==> config.mk <==
export PLATFORM = sky130hd
export DESIGN_NAME = audio_out_stage
export DESIGN_NICKNAME = d
export VERILOG_FILES = /design/src/source/audio_pkg.sv /design/src/source/ctrl_pkg.sv /design/src/source/settle_capture.sv /design/src/source/mix_ctrl_regs.sv /design/src/source/channel_mixer.sv /design/src/source/dyn_compressor.sv /design/src/source/audio_out_stage.sv
export SDC_FILE = /design/constraint.sdc
export NUM_CORES = 1
export LEC_CHECK = 0
export ABC_CLOCK_PERIOD_IN_PS = 16000
export BUFFER_PORTS_ARGS = -buffer_cell sky130_fd_sc_hd__buf_4
export CELL_PAD_IN_SITES_DETAIL_PLACEMENT = 0
export CELL_PAD_IN_SITES_GLOBAL_PLACEMENT = 2
export CORE_MARGIN = 8
export CORE_UTILIZATION = 41
export DETAILED_ROUTE_END_ITERATION = 7
export GPL_ROUTABILITY_DRIVEN = 0
export PLACE_DENSITY = 0.93
export SYNTH_ARGS = -nofsm -noshare
export SYNTH_HDL_FRONTEND = slang
export SYNTH_SLANG_ARGS = --single-unit
==> constraint.sdc <==
create_clock -name clk_sys -period 16 [get_ports clk_sys]
set_input_delay 2.4 -clock clk_sys [delete_from_list [all_inputs] [get_ports clk_sys]]
set_output_delay 2.4 -clock clk_sys [all_outputs]
set_load 0.05 [all_outputs]
==> src/source/audio_pkg.sv <==
// Audio sample types
`default_nettype none

package audio_pkg;

	//////////////////////////////////////////////////////////////////////
	// Samples
	//////////////////////////////////////////////////////////////////////

	typedef logic signed [15:0] sample_t;

	// One extra bit so a two-source sum can still be clamped
	typedef logic signed [16:0] wide_t;

	typedef struct packed {
		sample_t left;
		sample_t right;
	} stereo_t;

	// Speaker weight at volume 0 is 2**11
	localparam int SPK_BASE_SHIFT = 11;

	//////////////////////////////////////////////////////////////////////
	// Compressor curves
	//////////////////////////////////////////////////////////////////////

	// 2x curve
	localparam logic [15:0] CMP1_KNEE = 16'd14044;
	localparam logic [15:0] CMP1_GAIN = 16'd2;
	localparam logic [15:0] CMP1_FALL = 16'd4;
	localparam logic [15:0] CMP1_BASE = 16'd28088;

	// 4x curve with a harder knee
	localparam logic [15:0] CMP2_KNEE = 16'd7400;
	localparam logic [15:0] CMP2_GAIN = 16'd4;
	localparam logic [15:0] CMP2_FALL = 16'd8;
	localparam logic [15:0] CMP2_BASE = 16'd29600;

endpackage

`default_nettype wire

==> src/source/ctrl_pkg.sv <==
// Control bus and register map
`default_nettype none

package ctrl_pkg;

	localparam int WB_REQ_ADR_W = 4;

	// Wishbone classic master request
	typedef struct packed {
		logic                    cyc;
		logic                    stb;
		logic                    we;
		logic [WB_REQ_ADR_W-1:0] adr;
		logic [7:0]              dat;
	} wb_req_t;

	//////////////////////////////////////////////////////////////////////
	// Register map
	//////////////////////////////////////////////////////////////////////

	localparam logic [WB_REQ_ADR_W-1:0] ADDR_AUDIO_CTRL = 4'h0;

	// Audio control register with reserved bits reading as zero
	typedef struct packed {
		logic [2:0] rsvd;
		logic       synth_mute;
		logic [1:0] boost;
		logic [1:0] spk_vol;
	} audio_ctrl_t;

	// Boost 1 picks the 2x curve, 2 and 3 the 4x curve
	localparam logic [1:0] BOOST_OFF = 2'd0;

endpackage

`default_nettype wire

==> src/source/settle_capture.sv <==
// Settle filter
`default_nettype none

module settle_capture #(
	parameter type payload_t = logic [31:0]
) (
	input  wire           clk_sys,
	input  wire           reset,
	input  wire payload_t din,
	output payload_t      dout
);

	payload_t stage0;
	payload_t stage1;

	// Two samples in a row must agree before the output moves
	always_ff @(posedge clk_sys) begin
		if (reset) begin
			stage0 <= '0;
			stage1 <= '0;
			dout   <= '0;
		end else begin
			stage0 <= din;
			stage1 <= stage0;
			if (stage0 == stage1) begin
				dout <= stage1;
			end
		end
	end

endmodule

`default_nettype wire

==> src/source/mix_ctrl_regs.sv <==
// Audio control register
`default_nettype none

module mix_ctrl_regs #(
	parameter int WB_ADDR_W = 4
) (
	input  wire                    clk_sys,
	input  wire                    reset,
	input  wire ctrl_pkg::wb_req_t wb_req,
	output logic [7:0]             wb_dat_r,
	output logic                   wb_ack,
	output ctrl_pkg::audio_ctrl_t  ctrl
);

	logic [WB_ADDR_W-1:0]  adr;
	logic                  hit;
	logic                  take;
	ctrl_pkg::audio_ctrl_t wdata;

	logic [1:0] spk_vol_q;
	logic [1:0] boost_q;
	logic       mute_q;

	assign adr   = WB_ADDR_W'(wb_req.adr);
	assign hit   = (adr == WB_ADDR_W'(ctrl_pkg::ADDR_AUDIO_CTRL));
	assign take  = wb_req.cyc & wb_req.stb & ~wb_ack;
	assign wdata = ctrl_pkg::audio_ctrl_t'(wb_req.dat);

	// Ack lasts a single cycle and never comes twice in a row
	always_ff @(posedge clk_sys) begin
		if (reset) begin
			wb_ack <= 1'b0;
		end else begin
			wb_ack <= take;
		end
	end

	always_ff @(posedge clk_sys) begin
		if (reset) begin
			spk_vol_q <= 2'd0;
			boost_q   <= 2'd0;
			mute_q    <= 1'b0;
		end else if (take && wb_req.we && hit) begin
			spk_vol_q <= wdata.spk_vol;
			boost_q   <= wdata.boost;
			mute_q    <= wdata.synth_mute;
		end
	end

	// Read data is valid while ack is high
	always_ff @(posedge clk_sys) begin
		if (take) begin
			wb_dat_r <= hit ? 8'(ctrl) : 8'h00;
		end
	end

	always_comb begin
		ctrl            = '0;
		ctrl.spk_vol    = spk_vol_q;
		ctrl.boost      = boost_q;
		ctrl.synth_mute = mute_q;
	end

endmodule

`default_nettype wire

==> src/source/channel_mixer.sv <==
// Three source mixer
`default_nettype none

module channel_mixer (
	input  wire                        clk_sys,
	input  wire                        reset,
	input  wire audio_pkg::stereo_t    sb,
	input  wire audio_pkg::stereo_t    synth,
	input  wire                        speaker,
	input  wire ctrl_pkg::audio_ctrl_t ctrl,
	output audio_pkg::stereo_t         mixed
);

	audio_pkg::wide_t   spk_term;
	audio_pkg::stereo_t synth_term;
	audio_pkg::wide_t   sum_l;
	audio_pkg::wide_t   sum_r;

	// Two full scale samples plus the loudest speaker step need a guard bit
	function automatic audio_pkg::wide_t sum3(input audio_pkg::sample_t a,
		input audio_pkg::sample_t b, input audio_pkg::wide_t c);
		logic signed [17:0] full;
		begin
			full = a + b + c;
			if (full[17] != full[16]) begin
				sum3 = full[17] ? 17'sh10000 : 17'sh0ffff;
			end else begin
				sum3 = full[16:0];
			end
		end
	endfunction

	function automatic audio_pkg::sample_t clamp16(input audio_pkg::wide_t w);
		if (w[16] != w[15]) begin
			clamp16 = w[16] ? 16'sh8000 : 16'sh7fff;
		end else begin
			clamp16 = w[15:0];
		end
	endfunction

	// Speaker weight doubles per volume step
	assign spk_term = speaker ?
		(audio_pkg::wide_t'(1) << (audio_pkg::SPK_BASE_SHIFT + ctrl.spk_vol)) : '0;

	assign synth_term = ctrl.synth_mute ? '0 : synth;

	always_ff @(posedge clk_sys) begin
		if (reset) begin
			sum_l <= '0;
			sum_r <= '0;
			mixed <= '0;
		end else begin
			sum_l       <= sum3(sb.left, synth_term.left, spk_term);
			sum_r       <= sum3(sb.right, synth_term.right, spk_term);
			mixed.left  <= clamp16(sum_l);
			mixed.right <= clamp16(sum_r);
		end
	end

endmodule

`default_nettype wire

==> src/source/dyn_compressor.sv <==
// Dynamic range compressor
`default_nettype none

module dyn_compressor (
	input  wire                        clk_sys,
	input  wire                        reset,
	input  wire audio_pkg::stereo_t    din,
	input  wire ctrl_pkg::audio_ctrl_t ctrl,
	output audio_pkg::stereo_t         dout
);

	localparam logic [15:0] MAG_MAX = 16'h7fff;

	audio_pkg::stereo_t cmp;
	logic               use_4x;

	// Linear gain below the knee, shallow slope above it
	function automatic logic [15:0] curve(input logic [15:0] mag,
		input logic [15:0] knee, gain, fall, base);
		if (mag < knee) begin
			curve = mag * gain;
		end else begin
			curve = ((mag - knee) / fall) + base;
		end
	endfunction

	function automatic audio_pkg::sample_t compress(input audio_pkg::sample_t x,
		input logic sel_4x);
		logic [15:0] mag;
		logic [15:0] res;
		begin
			mag = x[15] ? (~x + 16'd1) : x;
			if (sel_4x) begin
				res = curve(mag, audio_pkg::CMP2_KNEE, audio_pkg::CMP2_GAIN,
					audio_pkg::CMP2_FALL, audio_pkg::CMP2_BASE);
			end else begin
				res = curve(mag, audio_pkg::CMP1_KNEE, audio_pkg::CMP1_GAIN,
					audio_pkg::CMP1_FALL, audio_pkg::CMP1_BASE);
			end
			// Top of both curves lands just past full scale
			if (res > MAG_MAX) begin
				res = MAG_MAX;
			end
			compress = x[15] ? audio_pkg::sample_t'(~res + 16'd1) : audio_pkg::sample_t'(res);
		end
	endfunction

	assign use_4x = ctrl.boost[1];

	always_ff @(posedge clk_sys) begin
		if (reset) begin
			cmp <= '0;
		end else begin
			cmp.left  <= compress(din.left, use_4x);
			cmp.right <= compress(din.right, use_4x);
		end
	end

	// Bypass skips the register
	assign dout = (ctrl.boost == ctrl_pkg::BOOST_OFF) ? din : cmp;

endmodule

`default_nettype wire

==> src/source/audio_out_stage.sv <==
// Audio output stage
`default_nettype none

module audio_out_stage #(
	parameter int WB_ADDR_W = 4
) (
	input  wire                     clk_sys,
	input  wire                     reset,
	input  wire ctrl_pkg::wb_req_t  wb_req,
	output logic [7:0]              wb_dat_r,
	output logic                    wb_ack,
	input  wire audio_pkg::stereo_t sb_in,
	input  wire audio_pkg::stereo_t synth_in,
	input  wire                     speaker,
	output audio_pkg::stereo_t      audio_out
);

	ctrl_pkg::audio_ctrl_t ctrl;
	audio_pkg::stereo_t    sb_settled;
	audio_pkg::stereo_t    synth_settled;
	audio_pkg::stereo_t    mixed;

	//////////////////////////////////////////////////////////////////////
	// Input filters
	//////////////////////////////////////////////////////////////////////

	settle_capture #(.payload_t(audio_pkg::stereo_t)) sb_settle (
		.clk_sys (clk_sys),
		.reset   (reset),
		.din     (sb_in),
		.dout    (sb_settled)
	);

	settle_capture #(.payload_t(audio_pkg::stereo_t)) synth_settle (
		.clk_sys (clk_sys),
		.reset   (reset),
		.din     (synth_in),
		.dout    (synth_settled)
	);

	mix_ctrl_regs #(.WB_ADDR_W(WB_ADDR_W)) ctrl_regs (
		.clk_sys  (clk_sys),
		.reset    (reset),
		.wb_req   (wb_req),
		.wb_dat_r (wb_dat_r),
		.wb_ack   (wb_ack),
		.ctrl     (ctrl)
	);

	//////////////////////////////////////////////////////////////////////
	// Mix and compress
	//////////////////////////////////////////////////////////////////////

	channel_mixer mixer (
		.clk_sys (clk_sys),
		.reset   (reset),
		.sb      (sb_settled),
		.synth   (synth_settled),
		.speaker (speaker),
		.ctrl    (ctrl),
		.mixed   (mixed)
	);

	dyn_compressor compressor (
		.clk_sys (clk_sys),
		.reset   (reset),
		.din     (mixed),
		.ctrl    (ctrl),
		.dout    (audio_out)
	);

endmodule

`default_nettype wire

==> results of run 1 <==
-- state kept, by name, summed over array words and instances, names as in the netlist, 2 cells and up --
register and flops:
compressor.cmp 32, sb_settle.stage1 32, synth_settle.stage0 32, synth_settle.dout 32, mixer.mixed 32, sb_settle.dout 32
ctrl_regs.spk_vol_q 2, ctrl_regs.wb_dat_r 5, mixer.sum_l 17, ctrl_regs.boost_q 2, mixer.sum_r 17, sb_settle.stage0 32
synth_settle.stage1 32
-- stage by stage --
step	worst slack (ns)	instances
2_1_floorplan	10.08	2132
3_3_place_gp	9.09	2738
3_5_place_dp	9.01	2738
4_1_cts	8.99	2800
5_1_grt	8.49	2800
6_report	8.89	2800
-- final cells by class --
type	instances	share of cell area [%]
clock buffers	50	4.73
clock inverters	12	0.810
inverters	47	0.840
multi-input cells	1654	56.2
flip-flops and latches	301	28.9
well taps	600	3.58
repair buffers	136	4.89
-- cells by family (layout without fill, tap and decap cells) --
| group | after synthesis | in the layout |
|---|---|---|
| AO/OA/AOI/OAI | 503 | 503 |
| XOR/XNOR | 164 | 164 |
| adder cells (fa/ha/maj) | 88 | 88 |
| buffers and inverters | 177 | 245 |
| flip-flops | 301 | 301 |
| multiplexers | 122 | 122 |
| other | 2 | 13 |
| AND/OR/NAND/NOR | 764 | 764 |
-- Yosys cell counts (20+ instances only) --
| master | n |
|---|---|
| mux2i_1 | 88 |
| nand2b_1 | 24 |
| nand2_1 | 116 |
| xnor2_1 | 141 |
| nor3_1 | 37 |
| inv_1 | 46 |
| mux2_2 | 34 |
| a21oi_1 | 100 |
| nor4_1 | 27 |
| a211oi_1 | 31 |
| nor2_1 | 204 |
| nand3_1 | 46 |
| nand4_1 | 36 |
| nor2b_1 | 168 |
| dfxtp_1 | 296 |
| clkbuf_1 | 88 |
| o211ai_1 | 33 |
| fa_1 | 20 |
| buf_2 | 20 |
| o21ai_0 | 87 |
| ha_1 | 68 |
-- worst register-to-register path, stage by stage (launching register included) --
cell	delay, ns
dfxtp_1	0.50
inv_1	0.14
ha_1	0.34
nand2b_1	0.20
xnor2_1	0.65
ha_1	0.38
nand2_1	0.08
o22ai_1	0.20
nor2_1	0.14
nand2_1	0.19
xnor2_1	0.15
ha_1	0.23
inv_1	0.06
o21ai_0	0.17
a221oi_1	0.15
a2bb2oi_2	0.34
o211ai_1	0.14
a32oi_2	0.23
buf_4	0.29
inv_1	0.16
a221oi_1	0.38
ha_1	0.24
o211ai_1	0.15
nor3b_2	0.29
nand4_1	0.36
nor4_1	0.46
mux2i_1	0.23
o311ai_1	0.11
-- final timing paths --
check,start,endpoint,slack [ns],depth (start not counted)
worst max register to register,mixer.mixed[16],compressor.cmp[30],8.89,27
worst min-delay path,mixer.sum_l[8],mixer.mixed[24],0.43,2
worst max-delay path,mixer.mixed[16],compressor.cmp[30],8.89,27
worst min register to register,mixer.sum_l[8],mixer.mixed[24],0.43,2
-- power by group --
group / internal (mW) / switching (mW)
registers: 0.779 / 0.0246
logic: 0.116 / 0.190
clock network: 0.471 / 0.323
-- layer usage --
layer  track usage [%]  up-vias
met5                 0        -
met4              6.74        0
met3              3.47      103
met2              31.5      574
met1              24.4     7379
li1                  -     7723
==> flow_metrics.env, run 1 <==
export IMPL_status="finished clean"
export IMPL_maxCapViolCount=0
export IMPL_multi_input_area_um2=11800
export IMPL_finalCritPeriodShare_pct=44.4
export IMPL_n_antenna_cell=0
export IMPL_grt_use_total_pct=19.0
export IMPL_synth_top_area_share_pct=31.9
export IMPL_routed_top_layer="met4"
export IMPL_routed_wl_mm=52.2
export IMPL_ys_types=118
export IMPL_netlist_area_um2=18600
export IMPL_syn_inst=2121
export IMPL_drc=0
export IMPL_grt_max_degree=103
export IMPL_hold_slack_ns=0.434
export IMPL_drive_above_1_share_pct=14.1
export IMPL_cts_hold_buf=0
export IMPL_cts_root_buf="clkbuf_16"
export IMPL_hold_class="register to register"
export IMPL_vias=15779
export IMPL_vias_per_cell=5.64
export IMPL_clock_skew_ns=0.0250
export IMPL_clock_latency_ns=0.55
export IMPL_synth_fa_ha_area_share_pct=6.74
export IMPL_dpl_cell_area_um2=19800
export IMPL_ant_nets=0
export IMPL_timing_final_hold_violations=0
export IMPL_synth_xor_area_share_pct=7.90
export IMPL_overflow=0
export IMPL_synth_edf_count=5
export IMPL_numPortBuffers=116
export IMPL_wl_per_cell_um=18.7
export IMPL_fmax_ghz=0.141
export IMPL_path_max_fanout=23
export IMPL_relSlewSlack_pct=24.3
export IMPL_required_ns=16.40
export IMPL_cp_top_family="compound AO/OA/AOI/OAI gates"
export IMPL_maxSlewViolCount=0
export IMPL_clockBufferDepth=3
export IMPL_syn_to_final_growth_pct=13.1
export IMPL_synth_simple_area_share_pct=21.8
export IMPL_cp_common_cell="ha_1"
export IMPL_wl_met1_mm=23.1
export IMPL_critPathSlowestCell="xnor2_1"
export IMPL_power_total_mw=1.90
export IMPL_nets=2344
export IMPL_final_cell_mix="dfxtp_1, nor2_1, nor2b_1, xnor2_1, buf_4"
export IMPL_dp_hpwl_mm=39.1
export IMPL_nFillCells=4319
export IMPL_fin_util_pct=46.7
export IMPL_synth_area_leaders="dfxtp_1, xnor2_1, nor2b_1"
export IMPL_start_util_pct=41.3
export IMPL_async_flop_share_pct=0
export IMPL_grt_pass1_wl_mm=82.4
export IMPL_synth_top_family_by_area="simple AND/OR/NAND/NOR gates"
export IMPL_final_cell_area_um2=21000
export IMPL_die_area_um2=52300
export IMPL_numCtsBuffers=34
export IMPL_crit_buf_inv=4
export IMPL_worstSetupEndpointType="register"
export IMPL_finalCriticalPeriod_ns=7.11
export IMPL_cts_resized=0
export IMPL_ys_ff_latch=301
export IMPL_max_stage_delay_ns=0.65
export IMPL_cts_sinks=301
export IMPL_cp_arrival_ns=7.51
export IMPL_cts_tree="done"
export IMPL_synthFlopType="dfxtp_1"
export IMPL_tns_ns=0
export IMPL_clk_pin_slew_ns=0.05
export IMPL_ir_worst_vdd_mv=0.0795
export IMPL_grt_pass1_vias=15322
export IMPL_p_per_area_nw_per_um2=90.6
export IMPL_rows=78
export IMPL_seqCellArea_um2=6080
export IMPL_crit_type="register to register"
export IMPL_core_um2=45000
export IMPL_synth_warnings=0
export IMPL_dr_pass1_iters=6
export IMPL_fp_dieW_um=229
export IMPL_wl_met3_mm=3.27
export IMPL_postCtsSetupRepairBufs=0
export IMPL_finalSetupViolCount=0
export IMPL_avgSynthCellArea_um2=8.75
export IMPL_yosysSeqAreaShare_pct=32.7
export IMPL_yosys_area_top_type="dfxtp_1"
export IMPL_dr_wl_met2_mm=24.3
export IMPL_synthMuxAreaShare_pct=6.81
export IMPL_start_kind="register"
export IMPL_rsz0062_at_grt="no"
export IMPL_die_height_um=229
export IMPL_layout_commonest_cell="dfxtp_1"
export IMPL_io_pins=123
export IMPL_htreeDepth=2
export IMPL_synth_compound_area_share_pct=20.0
export IMPL_drt_iter0_markers=1342
export IMPL_antenna_found_initial=1
export IMPL_worstMarginPinSlew_ns=1.12
export IMPL_p_leak_nw=8.78
Note: power is estimated with default switching activity, not from simulation.
==> inputs of run 2 (changes only) <==
--- a/config.mk
+++ b/config.mk
@@ -5,15 +5,15 @@
 export SDC_FILE = /design/constraint.sdc
 export NUM_CORES = 1
 export LEC_CHECK = 0
-export ABC_CLOCK_PERIOD_IN_PS = 16000
+export ABC_CLOCK_PERIOD_IN_PS = 6200
 export BUFFER_PORTS_ARGS = -buffer_cell sky130_fd_sc_hd__buf_4
 export CELL_PAD_IN_SITES_DETAIL_PLACEMENT = 0
 export CELL_PAD_IN_SITES_GLOBAL_PLACEMENT = 2
 export CORE_MARGIN = 8
-export CORE_UTILIZATION = 41
+export CORE_UTILIZATION = 35
 export DETAILED_ROUTE_END_ITERATION = 7
 export GPL_ROUTABILITY_DRIVEN = 0
-export PLACE_DENSITY = 0.93
+export PLACE_DENSITY = 0.85
 export SYNTH_ARGS = -nofsm -noshare
 export SYNTH_HDL_FRONTEND = slang
 export SYNTH_SLANG_ARGS = --single-unit
==> constraint.sdc (replaced) <==
create_clock -name clk_sys -period 6.2 [get_ports clk_sys]
set_input_delay 0.93 -clock clk_sys [delete_from_list [all_inputs] [get_ports clk_sys]]
set_output_delay 0.93 -clock clk_sys [all_outputs]
set_load 0.05 [all_outputs]
==> run 2 against run 1 <==
- sequential share of layout area decreased by 0.55 points
- global-route usage is 1.8 points lower
- flip-flop and latch count did not move
- critical path type unchanged
==> flow_metrics.env, run 2 (synthesis gave the netlist of run 1 again) <==
export IMPL_finalSetupViolCount=0
export IMPL_grt_pass1_wl_mm=85.2
export IMPL_antenna_found_initial=2
export IMPL_wl_met3_mm=3.00
export IMPL_cts_sinks=301
export IMPL_syn_to_final_growth_pct=15.4
export IMPL_finalCritPeriodShare_pct=93.1
export IMPL_cts_tree="done"
export IMPL_power_total_mw=4.76
export IMPL_final_cell_area_um2=21400
export IMPL_clockBufferDepth=3
export IMPL_vias=15968
export IMPL_dp_cells=2877
export IMPL_ff2ff_setup_slack_ns=0.43
export IMPL_rows=84
export IMPL_wl_met1_mm=25.0
export IMPL_relSlewSlack_pct=20.6
export IMPL_routed_wl_mm=54.2
export IMPL_overflow=0
export IMPL_start_util_pct=35.4
export IMPL_numCtsBuffers=29
export IMPL_p_int_mw=3.45
export IMPL_hold_start="mixer.sum_r[14]"
export IMPL_crit_type="register to register"
export IMPL_p_leak_nw=9.00
export IMPL_dr_pass1_iters=5
export IMPL_dr_wl_met2_mm=24.0
export IMPL_final_cell_mix="dfxtp_1, nor2_1, buf_4, nor2b_1, xnor2_1"
export IMPL_clock_latency_ns=0.55
export IMPL_wl_per_cell_um=18.5
export IMPL_status="finished clean"
export IMPL_start_kind="register"
export IMPL_vias_per_cell=5.44
export IMPL_drc=0
export IMPL_io_pins=123
export IMPL_maxCapViolCount=0
export IMPL_reg2reg_depth=17
export IMPL_hold_class="register to register"
export IMPL_dp_hpwl_mm=42.3
export IMPL_die_area_um2=60700
export IMPL_numPortBuffers=116
export IMPL_grt_use_total_pct=17.2
export IMPL_nets=2395
export IMPL_fp_dieW_um=246
export IMPL_p_per_area_nw_per_um2=222
export IMPL_comb_power_share_pct=17.5
export IMPL_worstMarginPinSlew_ns=1.18
export IMPL_grt_max_degree=128
export IMPL_htreeDepth=1
export IMPL_hold_end="mixer.mixed[14]"
export IMPL_routed_top_layer="met4"
export IMPL_required_ns=6.60
export IMPL_dpl_cell_area_um2=20300
export IMPL_pwr_share_seq_pct=43.5
export IMPL_cp_arrival_ns=6.17
export IMPL_holdPathStages=2
export IMPL_nFillCells=5205
export IMPL_r2r_end="compressor.cmp[30]"
export IMPL_clock_skew_ns=0.0104
export IMPL_r2r_start="mixer.mixed[20]"
export IMPL_timing_final_hold_violations=0
export IMPL_swShare_pct=27.6
export IMPL_finalCriticalPeriod_ns=5.77
export IMPL_maxSlewViolCount=0
export IMPL_layout_cells_non_filler=2937
export IMPL_ir_worst_vdd_mv=0.209
export IMPL_clk_pin_slew_ns=0.06
export IMPL_worstSetupEndpointType="register"
export IMPL_fmax_ghz=0.173
export IMPL_grt_pass1_vias=15622
export IMPL_ant_nets=0
export IMPL_p_sw_mw=1.31
export IMPL_cts_hold_buf=0
export IMPL_path_max_fanout=22
export IMPL_cts_root_buf="clkbuf_16"
export IMPL_layout_commonest_cell="dfxtp_1"
export IMPL_hold_slack_ns=0.441
export IMPL_die_height_um=246
export IMPL_drt_iter0_markers=1090
export IMPL_drive_above_1_share_pct=16.4
export IMPL_core_um2=52400
export IMPL_pwr_share_clk_pct=39.0
[run 2: routing by layer]
layer	track usage (%)	vias to the layer above
li1	-	7823
met1	23.1	7503
met2	27.5	530
met3	2.31	112
met4	7.19	0
met5	0	-
[run 2: power groups by stage]
stage / clock, mW / sequential (mW) / combinational [mW]
CTS: 1.90 / 2.07 / 0.820
global route: 1.98 / 2.08 / 0.897
finish: 1.85 / 2.07 / 0.833
detailed placement: 0 / 2.11 / 0.815
global placement: 0 / 2.11 / 0.810
floorplan: 0 / 2.09 / 0.573
[run 2: through the flow]
stage	setup WS [ns]	TNS, ns	util (%)
after CTS	0.270	0	40.7
final	0.427	0	40.8
after floorplan	0.277	0	-
after global placement	0.345	0	38.8
after global routing	-0.00540	-0.00540	40.8
after detailed placement	0.297	0	38.8
[run 2: how the worst max path moves through the flow]
| stage | slack [ns] | to | start | cells past startpoint |
|---|---|---|---|---|
| finish | 0.43 | compressor.cmp[30] | mixer.mixed[20] | 17 |
| global placement | 0.35 | compressor.cmp[30] | mixer.mixed[17] | 26 |
| CTS | 0.27 | compressor.cmp[30] | mixer.mixed[17] | 26 |
| floorplan | 0.28 | compressor.cmp[30] | mixer.mixed[31] | 28 |
| global route | -0.005 | compressor.cmp[30] | mixer.mixed[17] | 26 |
| detailed placement | 0.30 | compressor.cmp[30] | mixer.mixed[17] | 26 |
[run 2: layout make-up]
class / instances / area (um^2) / area share, %
Multi-Input combinational cell: 1654 / 11800 / 55.3
Clock buffer: 38 / 790 / 3.69
Tap cell: 688 / 861 / 4.02
Sequential cell: 301 / 6080 / 28.4
Timing Repair Buffer: 192 / 1450 / 6.78
Clock inverter: 15 / 221 / 1.03
Antenna cell: 2 / 5.00 / 0.0234
Inverter: 47 / 176 / 0.824
[run 2: timing repair]
item | CTS | global route
resized for setup | 0 | 8
endpoints found under the setup margin | 0 | 4
buffers inserted | 0 | 5
[run 2: worst max-delay path, stage by stage, from the launching register on]
cell,delay [ns]
dfxtp_1,0.52
or4_1,0.75
o41ai_2,0.50
nor2b_1,0.43
nand2_1,0.25
a31oi_1,0.22
xnor2_1,0.28
o211ai_1,0.28
a32oi_2,0.31
buf_6,0.22
nor3b_1,0.27
ha_1,0.22
o211ai_1,0.15
nor3b_2,0.26
nand4_1,0.25
nor4_2,0.36
mux2i_1,0.21
o311ai_1,0.11
==> inputs of run 3 (changes only) <==
--- a/config.mk
+++ b/config.mk
@@ -5,15 +5,15 @@
 export SDC_FILE = /design/constraint.sdc
 export NUM_CORES = 1
 export LEC_CHECK = 0
-export ABC_CLOCK_PERIOD_IN_PS = 6200
+export ABC_CLOCK_PERIOD_IN_PS = 7350
 export BUFFER_PORTS_ARGS = -buffer_cell sky130_fd_sc_hd__buf_4
 export CELL_PAD_IN_SITES_DETAIL_PLACEMENT = 0
 export CELL_PAD_IN_SITES_GLOBAL_PLACEMENT = 2
 export CORE_MARGIN = 8
-export CORE_UTILIZATION = 35
+export CORE_UTILIZATION = 41
 export DETAILED_ROUTE_END_ITERATION = 7
 export GPL_ROUTABILITY_DRIVEN = 0
-export PLACE_DENSITY = 0.85
+export PLACE_DENSITY = 0.93
 export SYNTH_ARGS = -nofsm -noshare
 export SYNTH_HDL_FRONTEND = slang
 export SYNTH_SLANG_ARGS = --single-unit
==> constraint.sdc (replaced) <==
create_clock -name clk_sys -period 7.35 [get_ports clk_sys]
set_input_delay 1.1025 -clock clk_sys [delete_from_list [all_inputs] [get_ports clk_sys]]
set_output_delay 1.1025 -clock clk_sys [all_outputs]
set_load 0.05 [all_outputs]
==> run 3 against run 2 <==
- clock power shrank 23%
- combinational power shrank 20%
- fmax shrank 9.9%
- utilization grew 5.4 points
- total power shrank 19%
- clock-buffer cell count shrank 1
- first-iteration DRC count grew 31%
- die area shrank 14%
- flip-flop and latch count is the same
- final cell count shrank 4.9%
- highest routed layer is now met5
==> flow_metrics.env, run 3 (synthesis gave the netlist of run 1 again) <==
export IMPL_p_leak_nw=8.70
export IMPL_status="finished clean"
export IMPL_cp_arrival_ns=6.84
export IMPL_start_util_pct=41.3
export IMPL_cts_resized=0
export IMPL_finalSetupViolCount=0
export IMPL_vias=15777
export IMPL_relSlewSlack_pct=23.4
export IMPL_overflow=0
export IMPL_postCtsSetupRepairBufs=0
export IMPL_ir_worst_vdd_mv=0.157
export IMPL_rsz0062_at_grt="no"
export IMPL_r2r_start="mixer.mixed[16]"
export IMPL_ant_nets=0
export IMPL_path_max_fanout=22
export IMPL_required_ns=7.78
export IMPL_p_per_area_nw_per_um2=184
export IMPL_finalCriticalPeriod_ns=6.41
export IMPL_worstMarginPinSlew_ns=1.14
export IMPL_power_total_mw=3.83
export IMPL_hold_end="mixer.mixed[13]"
export IMPL_drive_above_1_share_pct=14.1
export IMPL_clock_latency_ns=0.56
export IMPL_hold_class="register to register"
export IMPL_vias_per_cell=5.65
export IMPL_numCtsBuffers=29
export IMPL_final_cell_mix="dfxtp_1, nor2_1, nor2b_1, buf_4, xnor2_1"
export IMPL_layout_cells_non_filler=2794
export IMPL_antenna_found_initial=1
export IMPL_maxSlewViolCount=0
export IMPL_nets=2347
export IMPL_grt_use_total_pct=19.0
export IMPL_ff2ff_setup_slack_ns=0.94
export IMPL_grt_pass1_wl_mm=83.0
export IMPL_hold_start="mixer.sum_r[13]"
export IMPL_fin_util_pct=46.2
export IMPL_drt_iter0_markers=1425
export IMPL_start_kind="register"
export IMPL_wl_per_cell_um=18.7
export IMPL_htreeDepth=1
export IMPL_dp_hpwl_mm=40.1
export IMPL_die_height_um=229
export IMPL_die_area_um2=52300
export IMPL_drc=0
export IMPL_worstSetupEndpointType="register"
export IMPL_r2r_end="compressor.cmp[28]"
export IMPL_fp_dieW_um=229
export IMPL_cts_sinks=301
export IMPL_cts_root_buf="clkbuf_16"
export IMPL_clock_skew_ns=0.0112
export IMPL_clockBufferDepth=3
export IMPL_finalCritPeriodShare_pct=87.1
export IMPL_routed_wl_mm=52.2
export IMPL_grt_pass1_vias=15297
export IMPL_tns_ns=0
export IMPL_io_pins=123
export IMPL_grt_max_degree=106
export IMPL_dp_cells=2746
export IMPL_layout_commonest_cell="dfxtp_1"
export IMPL_core_um2=45000
export IMPL_reg2reg_depth=27
export IMPL_n_antenna_cell=0
export IMPL_cts_tree="done"
export IMPL_rows=78
export IMPL_hold_slack_ns=0.448
export IMPL_dr_pass1_iters=5
export IMPL_cts_hold_buf=0
export IMPL_timing_final_hold_violations=0
export IMPL_syn_to_final_growth_pct=12.1
export IMPL_fmax_ghz=0.156
export IMPL_clk_pin_slew_ns=0.06
export IMPL_maxCapViolCount=0
export IMPL_holdPathStages=2
export IMPL_crit_type="register to register"
export IMPL_numPortBuffers=116
run 3: cell types whose count changed in the layout (fill, tap and decap cells not counted), sizes merged:
| cell | delta |
|---|---|
| buf | -48 |
| bufinv | -4 |
| inv | -3 |
| clkinv | +2 |
| diode | -2 |
| clkbuf | -1 |
| clkinvlp | +1 |
run 3: report_power, final:
group          total, mW  internal [mW]  switching [mW]
sequential          1.75           1.70          0.0536
combinational      0.668          0.255           0.414
clock               1.42          0.800           0.617
run 3: metrics by stage:
| stage | instance area [um^2] | worst slack (ns) |
|---|---|---|
| floorplan | 18600 | 1.43 |
| global route | 20800 | 0.465 |
| finish | 20800 | 0.945 |
| global placement | 19900 | 1.16 |
| CTS | 20800 | 1.03 |
| detailed placement | 19900 | 1.05 |
run 3: worst max-delay path by stage:
stage,cells past startpoint,slack [ns],from,endpoint
floorplan,28,1.43,mixer.mixed[31],compressor.cmp[30]
global placement,26,1.16,mixer.mixed[16],compressor.cmp[30]
detailed placement,26,1.05,mixer.mixed[16],compressor.cmp[28]
CTS,26,1.03,mixer.mixed[16],compressor.cmp[28]
global route,26,0.46,mixer.mixed[16],compressor.cmp[28]
finish,27,0.94,mixer.mixed[16],compressor.cmp[28]
run 3: critical path: stages, from the launching register on:
cell and delay (ns):
dfxtp_1 0.46, inv_1 0.13, ha_1 0.28, or3b_1 0.51, nand2_1 0.14, xnor2_1 0.35, inv_1 0.11, ha_1 0.21
inv_1 0.18, o21a_1 0.20, nand2_1 0.11, nand2_1 0.11, xnor2_1 0.07, ha_1 0.28, nor2_1 0.26, o2111ai_1 0.17
o21ai_0 0.12, o21ai_0 0.13, a32oi_2 0.18, buf_4 0.28, nor3b_1 0.32, ha_1 0.24, o211ai_1 0.15, nor3b_2 0.28
nand4_1 0.24, o41ai_1 0.53, xnor2_1 0.17, nor2_1 0.05
run 3: final cells by class:
cell class              count  area, um^2
flip-flops and latches    301        6080
clock inverters            11         108
well taps                 600         751
repair buffers            144        1090
fillers                  4309       24200
inverters                  47         176
clock buffers              37         797
multi-input cells        1654       11800
run 3: layer usage:
layer	GRT usage, %	vias to the layer above	routed length (um)
met5	0	-	11
met4	6.08	2	1560
met3	2.87	103	2970
met2	31.6	525	24200
met1	25.1	7432	23400
li1	-	7715	-
